`src/rtl/sdPkg.sv`:
```
// SD card SPI host shared definitions

package sdPkg;

   ////////////////////////////////////////
   // Data widths
   ////////////////////////////////////////

   // Byte on the SPI data path
   typedef logic [7:0]  byte_t;
   // SD command index
   typedef logic [5:0]  cmdIndex_t;
   // SD command argument
   typedef logic [31:0] cmdArg_t;
   // CRC7 remainder
   typedef logic [6:0]  crc7_t;
   // Serial clock divisor count
   typedef logic [5:0]  clkDiv_t;

   ////////////////////////////////////////
   // Constants
   ////////////////////////////////////////

   // Slow divisor for card initialization
   localparam clkDiv_t slowDiv = 6'd63;
   // Fast divisor for normal transfers
   localparam clkDiv_t fastDiv = 6'd1;
   // Response bytes read before timeout
   localparam int respPolls = 8;

   ////////////////////////////////////////
   // Encodings
   ////////////////////////////////////////

   // Engine opcodes
   typedef enum logic [2:0]
   {
      opNop  = 3'd0,
      opCsl  = 3'd1,
      opCsh  = 3'd2,
      opFast = 3'd3,
      opSlow = 3'd4,
      opTr   = 3'd5
   } spiOp_t;

   // Engine states
   typedef enum logic [2:0]
   {
      phyReset,
      phyIdle,
      phyClkLow,
      phyClkHigh,
      phyLastHigh,
      phyLastLow
   } phyState_t;

   // Sequencer states
   typedef enum logic [2:0]
   {
      cmdIdle,
      cmdSpeed,
      cmdSelect,
      cmdFrame,
      cmdPoll,
      cmdDeselect,
      cmdTrail,
      cmdFinish
   } cmdState_t;

endpackage

```
`src/rtl/sdCrc7.sv`:
```
// Bytewise CRC7 for SD command frames

`timescale 1ns/1ps

module sdCrc7
(
   input  logic           clk,
   input  logic           rst,
   input  logic           crcClear,
   input  logic           crcEnable,
   input  sdPkg::byte_t   crcData,
   output sdPkg::crc7_t   crc
);

   // Running remainder
   sdPkg::crc7_t crcReg;
   // Remainder after folding crcData
   sdPkg::crc7_t crcNext;
   // Serial feedback bit
   logic feedback;

   // Eight serial steps of x^7 + x^3 + 1
   always_comb
   begin
      crcNext  = crcReg;
      feedback = 1'b0;
      for (int i = 7; i >= 0; i--)
      begin
         // MSB first
         feedback = crcNext[6] ^ crcData[i];
         crcNext  = {crcNext[5:0], 1'b0} ^ (feedback ? 7'h09 : 7'h00);
      end
   end

   // Clear wins over enable
   always_ff @(posedge clk)
   begin
      if (rst || crcClear)
         crcReg <= '0;
      else if (crcEnable)
         crcReg <= crcNext;
   end

   assign crc = crcReg;

endmodule

```
`src/rtl/sdSpiPhy.sv`:
```
// SD card SPI physical engine
// Byte transfers on a divided serial clock

`timescale 1ns/1ps

module sdSpiPhy
(
   input  logic            clk,
   input  logic            rst,
   input  sdPkg::spiOp_t   spiOp,
   input  sdPkg::byte_t    spiTxd,
   output sdPkg::byte_t    spiRxd,
   output logic            spiDone,
   input  logic            spiMiso,
   output logic            spiMosi,
   output logic            spiSclk,
   output logic            spiCs
);

   // Engine state
   sdPkg::phyState_t state;
   // Cycles left in the current phase
   sdPkg::clkDiv_t phaseCnt;
   // Active divisor
   sdPkg::clkDiv_t clkDiv;
   // Bits left in the byte
   logic [2:0] bitCnt;
   // Transmit and receive shifters
   sdPkg::byte_t txShift;
   sdPkg::byte_t rxShift;

   ////////////////////////////////////////
   // Transfer state machine
   ////////////////////////////////////////

   always_ff @(posedge clk)
   begin
      if (rst)
      begin
         state    <= sdPkg::phyReset;
         phaseCnt <= '0;
         clkDiv   <= sdPkg::slowDiv;
         bitCnt   <= '0;
         txShift  <= 8'hFF;
         rxShift  <= 8'hFF;
         spiDone  <= 1'b0;
         spiCs    <= 1'b1;
      end
      else
      begin
         case (state)
            // One settling cycle with ops ignored
            sdPkg::phyReset:
            begin
               clkDiv <= sdPkg::slowDiv;
               state  <= sdPkg::phyIdle;
            end

            // Decode the next op
            sdPkg::phyIdle:
            begin
               spiDone <= 1'b0;
               case (spiOp)
                  sdPkg::opCsl:
                     spiCs <= 1'b0;
                  sdPkg::opCsh:
                     spiCs <= 1'b1;
                  sdPkg::opFast:
                     clkDiv <= sdPkg::fastDiv;
                  sdPkg::opSlow:
                     clkDiv <= sdPkg::slowDiv;
                  sdPkg::opTr:
                  begin
                     // Load byte and start with MSB low phase
                     phaseCnt <= clkDiv;
                     bitCnt   <= 3'd7;
                     txShift  <= spiTxd;
                     state    <= sdPkg::phyClkLow;
                  end
                  default:
                     state <= sdPkg::phyIdle;
               endcase
            end

            // SCLK low
            sdPkg::phyClkLow:
            begin
               if (phaseCnt == '0)
               begin
                  // Sample MISO at the end of the low phase
                  phaseCnt <= clkDiv;
                  rxShift  <= {rxShift[6:0], spiMiso};
                  state    <= sdPkg::phyClkHigh;
               end
               else
                  phaseCnt <= phaseCnt - 1'b1;
            end

            // SCLK high
            sdPkg::phyClkHigh:
            begin
               if (phaseCnt == '0)
               begin
                  phaseCnt <= clkDiv;
                  if (bitCnt == '0)
                     state <= sdPkg::phyLastHigh;
                  else
                  begin
                     // Next bit onto MOSI and ones fill behind
                     txShift <= {txShift[6:0], 1'b1};
                     bitCnt  <= bitCnt - 1'b1;
                     state   <= sdPkg::phyClkLow;
                  end
               end
               else
                  phaseCnt <= phaseCnt - 1'b1;
            end

            // Hold after the last bit
            sdPkg::phyLastHigh:
            begin
               if (phaseCnt == '0)
               begin
                  phaseCnt <= clkDiv;
                  state    <= sdPkg::phyLastLow;
               end
               else
                  phaseCnt <= phaseCnt - 1'b1;
            end

            // Final phase then done
            sdPkg::phyLastLow:
            begin
               if (phaseCnt == '0)
               begin
                  phaseCnt <= clkDiv;
                  spiDone  <= 1'b1;
                  state    <= sdPkg::phyIdle;
               end
               else
                  phaseCnt <= phaseCnt - 1'b1;
            end

            default:
               state <= sdPkg::phyIdle;
         endcase
      end
   end

   // Serial clock drops only in the low phase of each bit
   assign spiSclk = (state != sdPkg::phyClkLow);
   assign spiMosi = txShift[7];
   assign spiRxd  = rxShift;

endmodule

```
`src/rtl/sdCommand.sv`:
```
// SD command sequencer
// Frame out and R1 poll over the SPI engine

`timescale 1ns/1ps

module sdCommand
(
   input  logic               clk,
   input  logic               rst,
   // Request side
   input  logic               cmdStart,
   input  logic               cmdFast,
   input  sdPkg::cmdIndex_t   cmdIndex,
   input  sdPkg::cmdArg_t     cmdArg,
   output logic               cmdDone,
   output logic               cmdBusy,
   output sdPkg::byte_t       cmdR1,
   output logic               cmdTimeout,
   // SPI engine
   output sdPkg::spiOp_t      spiOp,
   output sdPkg::byte_t       spiTxd,
   input  sdPkg::byte_t       spiRxd,
   input  logic               spiDone,
   // CRC unit
   output logic               crcClear,
   output logic               crcEnable,
   output sdPkg::byte_t       crcData,
   input  sdPkg::crc7_t       crc
);

   sdPkg::cmdState_t state;

   // Latched request
   logic             fastReg;
   sdPkg::cmdIndex_t indexReg;
   sdPkg::cmdArg_t   argReg;

   // Op issued and now waiting on it
   logic opSent;
   // Frame byte number
   logic [2:0] byteCnt;
   // Response bytes read so far
   logic [3:0] pollCnt;
   // Current frame byte
   sdPkg::byte_t frameByte;

   ////////////////////////////////////////
   // Frame byte select
   ////////////////////////////////////////

   always_comb
   begin
      case (byteCnt)
         3'd0:    frameByte = {2'b01, indexReg};
         3'd1:    frameByte = argReg[31:24];
         3'd2:    frameByte = argReg[23:16];
         3'd3:    frameByte = argReg[15:8];
         3'd4:    frameByte = argReg[7:0];
         // CRC with end bit
         3'd5:    frameByte = {crc, 1'b1};
         default: frameByte = 8'hFF;
      endcase
   end

   ////////////////////////////////////////
   // Transaction state machine
   ////////////////////////////////////////

   always_ff @(posedge clk)
   begin
      // Strobes default low
      spiOp     <= sdPkg::opNop;
      crcClear  <= 1'b0;
      crcEnable <= 1'b0;
      if (rst)
      begin
         state      <= sdPkg::cmdIdle;
         opSent     <= 1'b0;
         byteCnt    <= '0;
         pollCnt    <= '0;
         cmdR1      <= 8'hFF;
         cmdTimeout <= 1'b0;
      end
      else
      begin
         case (state)
            // Accept a request and start a fresh CRC
            sdPkg::cmdIdle:
            begin
               if (cmdStart)
               begin
                  fastReg  <= cmdFast;
                  indexReg <= cmdIndex;
                  argReg   <= cmdArg;
                  crcClear <= 1'b1;
                  opSent   <= 1'b0;
                  state    <= sdPkg::cmdSpeed;
               end
            end

            // Pick clock speed then wait one cycle
            sdPkg::cmdSpeed:
            begin
               if (!opSent)
               begin
                  spiOp  <= fastReg ? sdPkg::opFast : sdPkg::opSlow;
                  opSent <= 1'b1;
               end
               else
               begin
                  opSent <= 1'b0;
                  state  <= sdPkg::cmdSelect;
               end
            end

            // Chip select low then wait one cycle
            sdPkg::cmdSelect:
            begin
               if (!opSent)
               begin
                  spiOp  <= sdPkg::opCsl;
                  opSent <= 1'b1;
               end
               else
               begin
                  opSent  <= 1'b0;
                  byteCnt <= '0;
                  state   <= sdPkg::cmdFrame;
               end
            end

            // Six command bytes
            sdPkg::cmdFrame:
            begin
               if (!opSent)
               begin
                  spiOp     <= sdPkg::opTr;
                  spiTxd    <= frameByte;
                  // CRC covers bytes 0 to 4 only
                  crcEnable <= (byteCnt != 3'd5);
                  crcData   <= frameByte;
                  opSent    <= 1'b1;
               end
               else if (spiDone)
               begin
                  opSent <= 1'b0;
                  if (byteCnt == 3'd5)
                  begin
                     pollCnt <= '0;
                     state   <= sdPkg::cmdPoll;
                  end
                  else
                     byteCnt <= byteCnt + 1'b1;
               end
            end

            // Clock 0xFF until R1 shows up or polls run out
            sdPkg::cmdPoll:
            begin
               if (!opSent)
               begin
                  spiOp  <= sdPkg::opTr;
                  spiTxd <= 8'hFF;
                  opSent <= 1'b1;
               end
               else if (spiDone)
               begin
                  opSent  <= 1'b0;
                  cmdR1   <= spiRxd;
                  pollCnt <= pollCnt + 1'b1;
                  if (!spiRxd[7])
                  begin
                     // Start bit of R1 is zero
                     cmdTimeout <= 1'b0;
                     state      <= sdPkg::cmdDeselect;
                  end
                  else if (pollCnt == 4'(sdPkg::respPolls - 1))
                  begin
                     cmdTimeout <= 1'b1;
                     state      <= sdPkg::cmdDeselect;
                  end
               end
            end

            // Chip select high then wait one cycle
            sdPkg::cmdDeselect:
            begin
               if (!opSent)
               begin
                  spiOp  <= sdPkg::opCsh;
                  opSent <= 1'b1;
               end
               else
               begin
                  opSent <= 1'b0;
                  state  <= sdPkg::cmdTrail;
               end
            end

            // Eight clocks with the card released
            sdPkg::cmdTrail:
            begin
               if (!opSent)
               begin
                  spiOp  <= sdPkg::opTr;
                  spiTxd <= 8'hFF;
                  opSent <= 1'b1;
               end
               else if (spiDone)
               begin
                  opSent <= 1'b0;
                  state  <= sdPkg::cmdFinish;
               end
            end

            // Done cycle
            sdPkg::cmdFinish:
               state <= sdPkg::cmdIdle;

            default:
               state <= sdPkg::cmdIdle;
         endcase
      end
   end

   // Status straight from the state
   assign cmdDone = (state == sdPkg::cmdFinish);
   assign cmdBusy = (state != sdPkg::cmdIdle);

endmodule

```
`src/rtl/sdSpiHost.sv`:
```
// SD card SPI host top level

`timescale 1ns/1ps

module sdSpiHost
(
   input  logic               clk,
   input  logic               rst,
   input  logic               cmdStart,
   input  logic               cmdFast,
   input  sdPkg::cmdIndex_t   cmdIndex,
   input  sdPkg::cmdArg_t     cmdArg,
   output logic               cmdDone,
   output logic               cmdBusy,
   output sdPkg::byte_t       cmdR1,
   output logic               cmdTimeout,
   input  logic               spiMiso,
   output logic               spiMosi,
   output logic               spiSclk,
   output logic               spiCs
);

   // Sequencer to engine
   sdPkg::spiOp_t spiOp;
   sdPkg::byte_t  spiTxd;
   sdPkg::byte_t  spiRxd;
   logic          spiDone;

   // Sequencer to CRC
   logic          crcClear;
   logic          crcEnable;
   sdPkg::byte_t  crcData;
   sdPkg::crc7_t  crc;

   sdCommand iCommand
   (
      .clk        (clk),
      .rst        (rst),
      .cmdStart   (cmdStart),
      .cmdFast    (cmdFast),
      .cmdIndex   (cmdIndex),
      .cmdArg     (cmdArg),
      .cmdDone    (cmdDone),
      .cmdBusy    (cmdBusy),
      .cmdR1      (cmdR1),
      .cmdTimeout (cmdTimeout),
      .spiOp      (spiOp),
      .spiTxd     (spiTxd),
      .spiRxd     (spiRxd),
      .spiDone    (spiDone),
      .crcClear   (crcClear),
      .crcEnable  (crcEnable),
      .crcData    (crcData),
      .crc        (crc)
   );

   sdCrc7 iCrc7
   (
      .clk       (clk),
      .rst       (rst),
      .crcClear  (crcClear),
      .crcEnable (crcEnable),
      .crcData   (crcData),
      .crc       (crc)
   );

   sdSpiPhy iSpiPhy
   (
      .clk     (clk),
      .rst     (rst),
      .spiOp   (spiOp),
      .spiTxd  (spiTxd),
      .spiRxd  (spiRxd),
      .spiDone (spiDone),
      .spiMiso (spiMiso),
      .spiMosi (spiMosi),
      .spiSclk (spiSclk),
      .spiCs   (spiCs)
   );

endmodule

```
`config.mk`:
```
export PLATFORM = sky130hd
export DESIGN_NAME = sdSpiHost
export DESIGN_NICKNAME = d
export VERILOG_FILES = /design/src/rtl/sdPkg.sv /design/src/rtl/sdCrc7.sv /design/src/rtl/sdSpiPhy.sv /design/src/rtl/sdCommand.sv /design/src/rtl/sdSpiHost.sv
export SDC_FILE = /design/constraint.sdc
export NUM_CORES = 1
export LEC_CHECK = 0
export BUFFER_PORTS_ARGS = -buffer_cell sky130_fd_sc_hd__buf_2
export CORE_UTILIZATION = 55
export DETAILED_ROUTE_END_ITERATION = 7
export HOLD_SLACK_MARGIN = 0.15
export MAX_ROUTING_LAYER = met4
export PLACE_DENSITY_LB_ADDON = 0.15
export SLEW_MARGIN = 5
export SYNTH_ARGS = -nofsm -noshare
export SYNTH_HDL_FRONTEND = slang
export SYNTH_HIERARCHICAL = 1
export SYNTH_SLANG_ARGS = --single-unit
export TNS_END_PERCENT = 30
```
`constraint.sdc`:
```
create_clock -name clk -period 5.7 [get_ports clk]
set_clock_uncertainty 0.05 [all_clocks]
set_input_delay 0.57 -clock clk [delete_from_list [all_inputs] [get_ports clk]]
set_output_delay 0.57 -clock clk [all_outputs]
set_load 0.02 [all_outputs]
```
Yosys cells after proc, flatten, opt, wreduce, memory -nomap -nowiden. Index checks and enable logic that the tools add are counted. Widths: inputs -> output; s select.

Output and inout port bits: 14. Input port bits: 43. Flip-flop bits (word level): 123. Logic and storage cells: 209.

Mux-type cells: 74. Eq/ne operators: 49. Bitwise operators: 20. Add/sub/neg operators: 4. Reduce and logical (&&, ||, !) cells: 39.

Operators by type and width (count): $mux 3 (28); $xor 7x7->7 (8); $mux 4 (13); $pmux 8 s6 (1); $mux 8 (5); $pmux 6 s2 (3); $pmux 8 s2 (2); $eq 3x3->1 const B (10); $ne 2x1->1 const B (15); $eq 3x2->1 const B (8); $pmux 3 s8 (1); $pmux 3 s2 (3); $reduce_bool 2->1 (8); $pmux 3 s5 (1); $ne 2x2->1 const B (7); $eq 3x1->1 const B (4); $logic_not 3->1 (4); $mux 6 (2); $pmux 3 s4 (1); $reduce_and 12->1 (1); $reduce_and 2->1 (6); $reduce_and 4->1 (3); $reduce_and 5->1 (2); $mux 1 (9); 21 further kinds (41).

Longest topological paths before layout.
Word-level depth: 24. Gate-level depth with buffers: 9. Mapped depth without buffers: 6.

Cells and area by module. The synthesis kept the hierarchy.

By module, submodules not included: sdCommand (instances 1, cells an instance 269, area an instance 3440.8 um2, sequential area each 2152.1 um2); sdSpiPhy (instances 1, cells an instance 188, area an instance 1626.6 um2, sequential area each 620.6 um2); sdCrc7 (instances 1, cells an instance 45, area an instance 412.9 um2, sequential area each 140.1 um2).

Worst setup path after synthesis. Ideal clock, no wire load.

Kind: reg-to-reg. Start point: reg iCommand.state[0]. End point: reg iCommand.argReg[0], enable pin. Slack: 1162 ps. Data required time: 5158 ps. Setup time: 492 ps. Stages on the path, launching flop included: 6. Path buffers: 1. Data arrival time: 3996 ps. Clock period less this slack: 4538 ps. Cell sequence: dfxtp_1 -> inv_1 -> ha_1 -> buf_6 -> or2b_1 -> nor3b_1.

Cells in the longest elaborated chain, start to end: 2.

Ends and longest elaborated chain: from (decl) (line sdCommand.sv:31) `sdPkg::cmdState_t state;`; from (signal assigned) (line sdCommand.sv:77) `state <= sdPkg::cmdIdle;`; from (signal assigned) (line sdCommand.sv:97) `state <= sdPkg::cmdSpeed;`; from (signal assigned) (line sdCommand.sv:112) `state <= sdPkg::cmdSelect;`; $logic_not 3->1 (line sdCommand.sv:86) `case (state)`; $reduce_and 3->1 (no line); to (signal assigned) (line sdCommand.sv:94) `argReg <= cmdArg;`; to (decl) (line sdCommand.sv:36) `sdPkg::cmdArg_t argReg;`.

No other way between the ends. A chain may end at the register's enable or synchronous reset.

Final worst setup path.
Start point: reg iCommand.state[0]. End point: reg iCommand.cmdR1[2].

Cells in the longest elaborated chain, start to end: 2.

Ends and longest elaborated chain: $eq 3x3->1 (line sdCommand.sv:86); $reduce_and 3->1 (no line); to (signal assigned) (line sdCommand.sv:169) `cmdR1 <= spiRxd;`; to (decl) (line sdCommand.sv:17) `output sdPkg::byte_t cmdR1,`.

No other way between the ends.

==> metrics.yaml <==
global_route:
  globalRouteMet1Util: 0.326
  grt-busiest-layer: "met2"
  grt_pass1_vias: 3671
  antenna_found_initial: 0
  overflow: 0
  grt_pass1_wl_um: 18100
  grt_usage: 0.238
  grt_util_met2: 0.345
  grt_max_degree: 44
  grt_util_met3: 0.0684
power_and_ir_drop:
  leakage_nw: 2.38
  power_switching_share: 0.252
  p_int_mw: 1.74
  p_comb_frac: 0.132
  pwr-share-seq: 0.427
  pwr-share-clk: 0.441
  switching_power_mw: 0.587
  pwr_density_cell_nw_per_um2: 365
  ir_worst_vdd_v: 0.000201
synthesis:
  ys_ff_latch: 118
  ys.flop_type: "dfxtp_1"
  netlist_instances: 502
  yosysMostFrequentCell: "dfxtp_1"
  yosys.area.top_type_share: 0.301
  ys_warn_count: 6
  avgSynthCellArea_um2: 10.9
  ys_top_cells_by_count: "63 x dfxtp_1, 55 x edfxtp_1, 37 x nor2_1"
  synth.largest_area_cell: "edfxtp_1"
  synth_edf_count: 55
  synth.distinct_cells: 76
  ys_seq_area_frac: 0.532
  synth.area.top_cells: "edfxtp_1 30%, dfxtp_1 23%, ha_1 3.4%, nor2_1 2.5%, nand2_1 2.0%"
  synth_fp_nets: 560
  synth_async_sr_flop_share: 0
  synth_area_um2: 5480
placed_design:
  dp_hpwl_um: 7480
  portBuffers: 56
  place_congestion: 0.842
setup_path:
  reg2reg_from: "iCommand/state[0]$_SDFFE_PP0P_"
  required_ns: 6.06
  reg2reg_depth: 6
  cp-start-kind: "flop"
  path_class: "flop to flop"
  r2r_end: "iCommand/cmdR1[2]$_SDFFE_PP1P_"
  worstPathArrival_ns: 3.01
  path_max_fanout: 20
  cp-end-kind: "flop"
  r2r_setup_slack_ns: 3.05
die:
  die_w_um: 102
  rows: 36
  start_util: 0.563
  die_h_um: 102
  dieArea_um2: 10400
  core-area_um2: 9730
  pin_count: 57
clock_tree:
  clock-sinks: 118
  cts_root_buf: "clkbuf_8"
  cts_buffer_depth: 2
  worstSkewPairLatency_ns: 0.52
  cts_setup_buffers: 0
  cts_tree: "done"
  cts_resized: 0
  clkTransAtPathRegs_ns: 0.06
  htreeDepth: 4
  cts_made_buffers: 17
drt:
  drtIter0Drc: 228
  drt-total-wl_um: 11100
  vias: 3984
  ant_nets: 0
  drc: 0
  vias_per_cell: 5.71
  wl_per_cell_um: 15.9
  dr.pass1.iters: 5
cells_and_area:
  syn2layout_area_growth_pct: 16.5
  nets: 610
  layout-drive-gt1-share: 0.182
  antennaDiodeCount: 0
sta:
  slew_viol_final: 0
  worstMarginPinSlew_ns: 1.19
  hold_ws_ns: 0.169
  clock.fmax_ghz: 0.377
  fin_crit_ns: 2.65
  setup_viol: 0
  hold_viol: 0
  relSlewSlack: 0.203
  setup_tns_ns: 0
  fin_crit_sh: 0.466
  rsz0062_at_grt: "false"
job:
  max-cap-violations: 0
worst_hold_path:
  hold_class: "input port to flop"
  whs_path_depth: 1
  hold_end: "iCommand/argReg[17]$_DFFE_PP_"
  hold_start: "cmdArg[17]"
status:
  status: "finished clean"
[worst max-delay path by stage]
stage / cells past startpoint / slack [ns] / from / to
floorplan: 5 / 1.16 / iCommand/state[0]$_SDFFE_PP0P_ / iCommand/argReg[0]$_DFFE_PP_
global placement: 6 / 3.27 / iCommand/state[0]$_SDFFE_PP0P_ / iCommand/pollCnt[3]$_SDFFE_PP0P_
detailed placement: 6 / 3.11 / iCommand/state[0]$_SDFFE_PP0P_ / iCommand/pollCnt[3]$_SDFFE_PP0P_
CTS: 6 / 3.02 / iCommand/state[0]$_SDFFE_PP0P_ / iCommand/cmdR1[2]$_SDFFE_PP1P_
global route: 6 / 2.82 / iCommand/state[0]$_SDFFE_PP0P_ / iCommand/cmdR1[3]$_SDFFE_PP1P_
finish: 6 / 3.05 / iCommand/state[0]$_SDFFE_PP0P_ / iCommand/cmdR1[2]$_SDFFE_PP1P_
[routing by layer]
layer	share of wire	vias to the layer above
met1	0.47	1884
met5	0	-
li1	-	1981
met2	0.47	108
met3	0.050	11
met4	0.0079	0
[cell usage in the layout (no fill, tap or decap), types with 10 or more instances in the layout]
| cell | instances |
|---|---|
| nor3_1 | 13 |
| inv_1 | 15 |
| buf_2 | 56 |
| nor2b_1 | 17 |
| dfxtp_1 | 63 |
| nor2_1 | 37 |
| edfxtp_1 | 55 |
| a211oi_1 | 10 |
| mux2i_1 | 10 |
| a21oi_1 | 21 |
| ha_1 | 15 |
| nand2b_1 | 12 |
| nand2_1 | 29 |
| o21ai_0 | 20 |
| xnor2_1 | 11 |
| clkbuf_16 | 16 |
[layout make-up]
class,count,area [um^2]
clock buffers,18,418
clock inverters,14,159
fillers,765,3350
inverters,15,56.3
multi-input cells,339,2340
flip-flops and latches,118,2910
well taps,133,166
repair buffers,61,328
[cells by family after synthesis]
family          after synthesis  share of synthesized area
simple gates                162                      0.165
compound gates              132                      0.172
flops                       118                      0.532
buf+inv                      45                     0.0420
xor+xnor                     18                     0.0326
fa+ha+maj                    15                     0.0342
mux                          12                     0.0224
[flip-flops by register name, indices dropped and copies added, names as in the netlist, 4 cells and up]
signal / cells
iCommand/pollCnt: 4
iSpiPhy/phaseCnt: 6
iCommand/crcData: 8
iCommand/indexReg: 6
iCommand/spiTxd: 8
iSpiPhy/txShift: 8
iCrc7/crc: 7
iSpiPhy/spiRxd: 8
iCommand/argReg: 32
iCommand/cmdR1: 8
[power groups by stage]
stage	clock network, mW	logic [mW]	registers, mW
finish	1.03	0.308	0.995
global route	1.09	0.342	1.00
CTS	1.04	0.306	0.994
detailed placement	0	0.303	1.01
global placement	0	0.299	1.01
floorplan	0	0.251	0.997
[what timing repair did]
| item | CTS | global route |
|---|---|---|
| endpoints found under the hold margin | 0 | 4 |
| setup endpoints to repair | 0 | 0 |
| hold buffers | 0 | 4 |
[critical path, cell delays in order (launching register included)]
cell and delay, ns:
dfxtp_1 0.34, inv_1 0.11, ha_1 0.40, nand2_1 0.20
nor2_1 0.96, nor2b_1 0.15, a211o_1 0.31
[per-stage QoR]
stage / power [mW] / setup slack (ns) / cells / utilization / cell area (um^2)
4_1_cts: 2.34 / 3.02 / 694 / 0.652 / 6340
6_report: 2.33 / 3.05 / 698 / 0.656 / 6380
5_1_grt: 2.43 / 2.82 / 698 / 0.656 / 6380
3_5_place_dp: 1.31 / 3.11 / 662 / 0.593 / 5770
3_3_place_gp: 1.31 / 3.27 / 662 / 0.593 / 5770
2_1_floorplan: 1.25 / 1.16 / 502 / - / 5480
No activity file was read; power rests on OpenSTA's default activity.
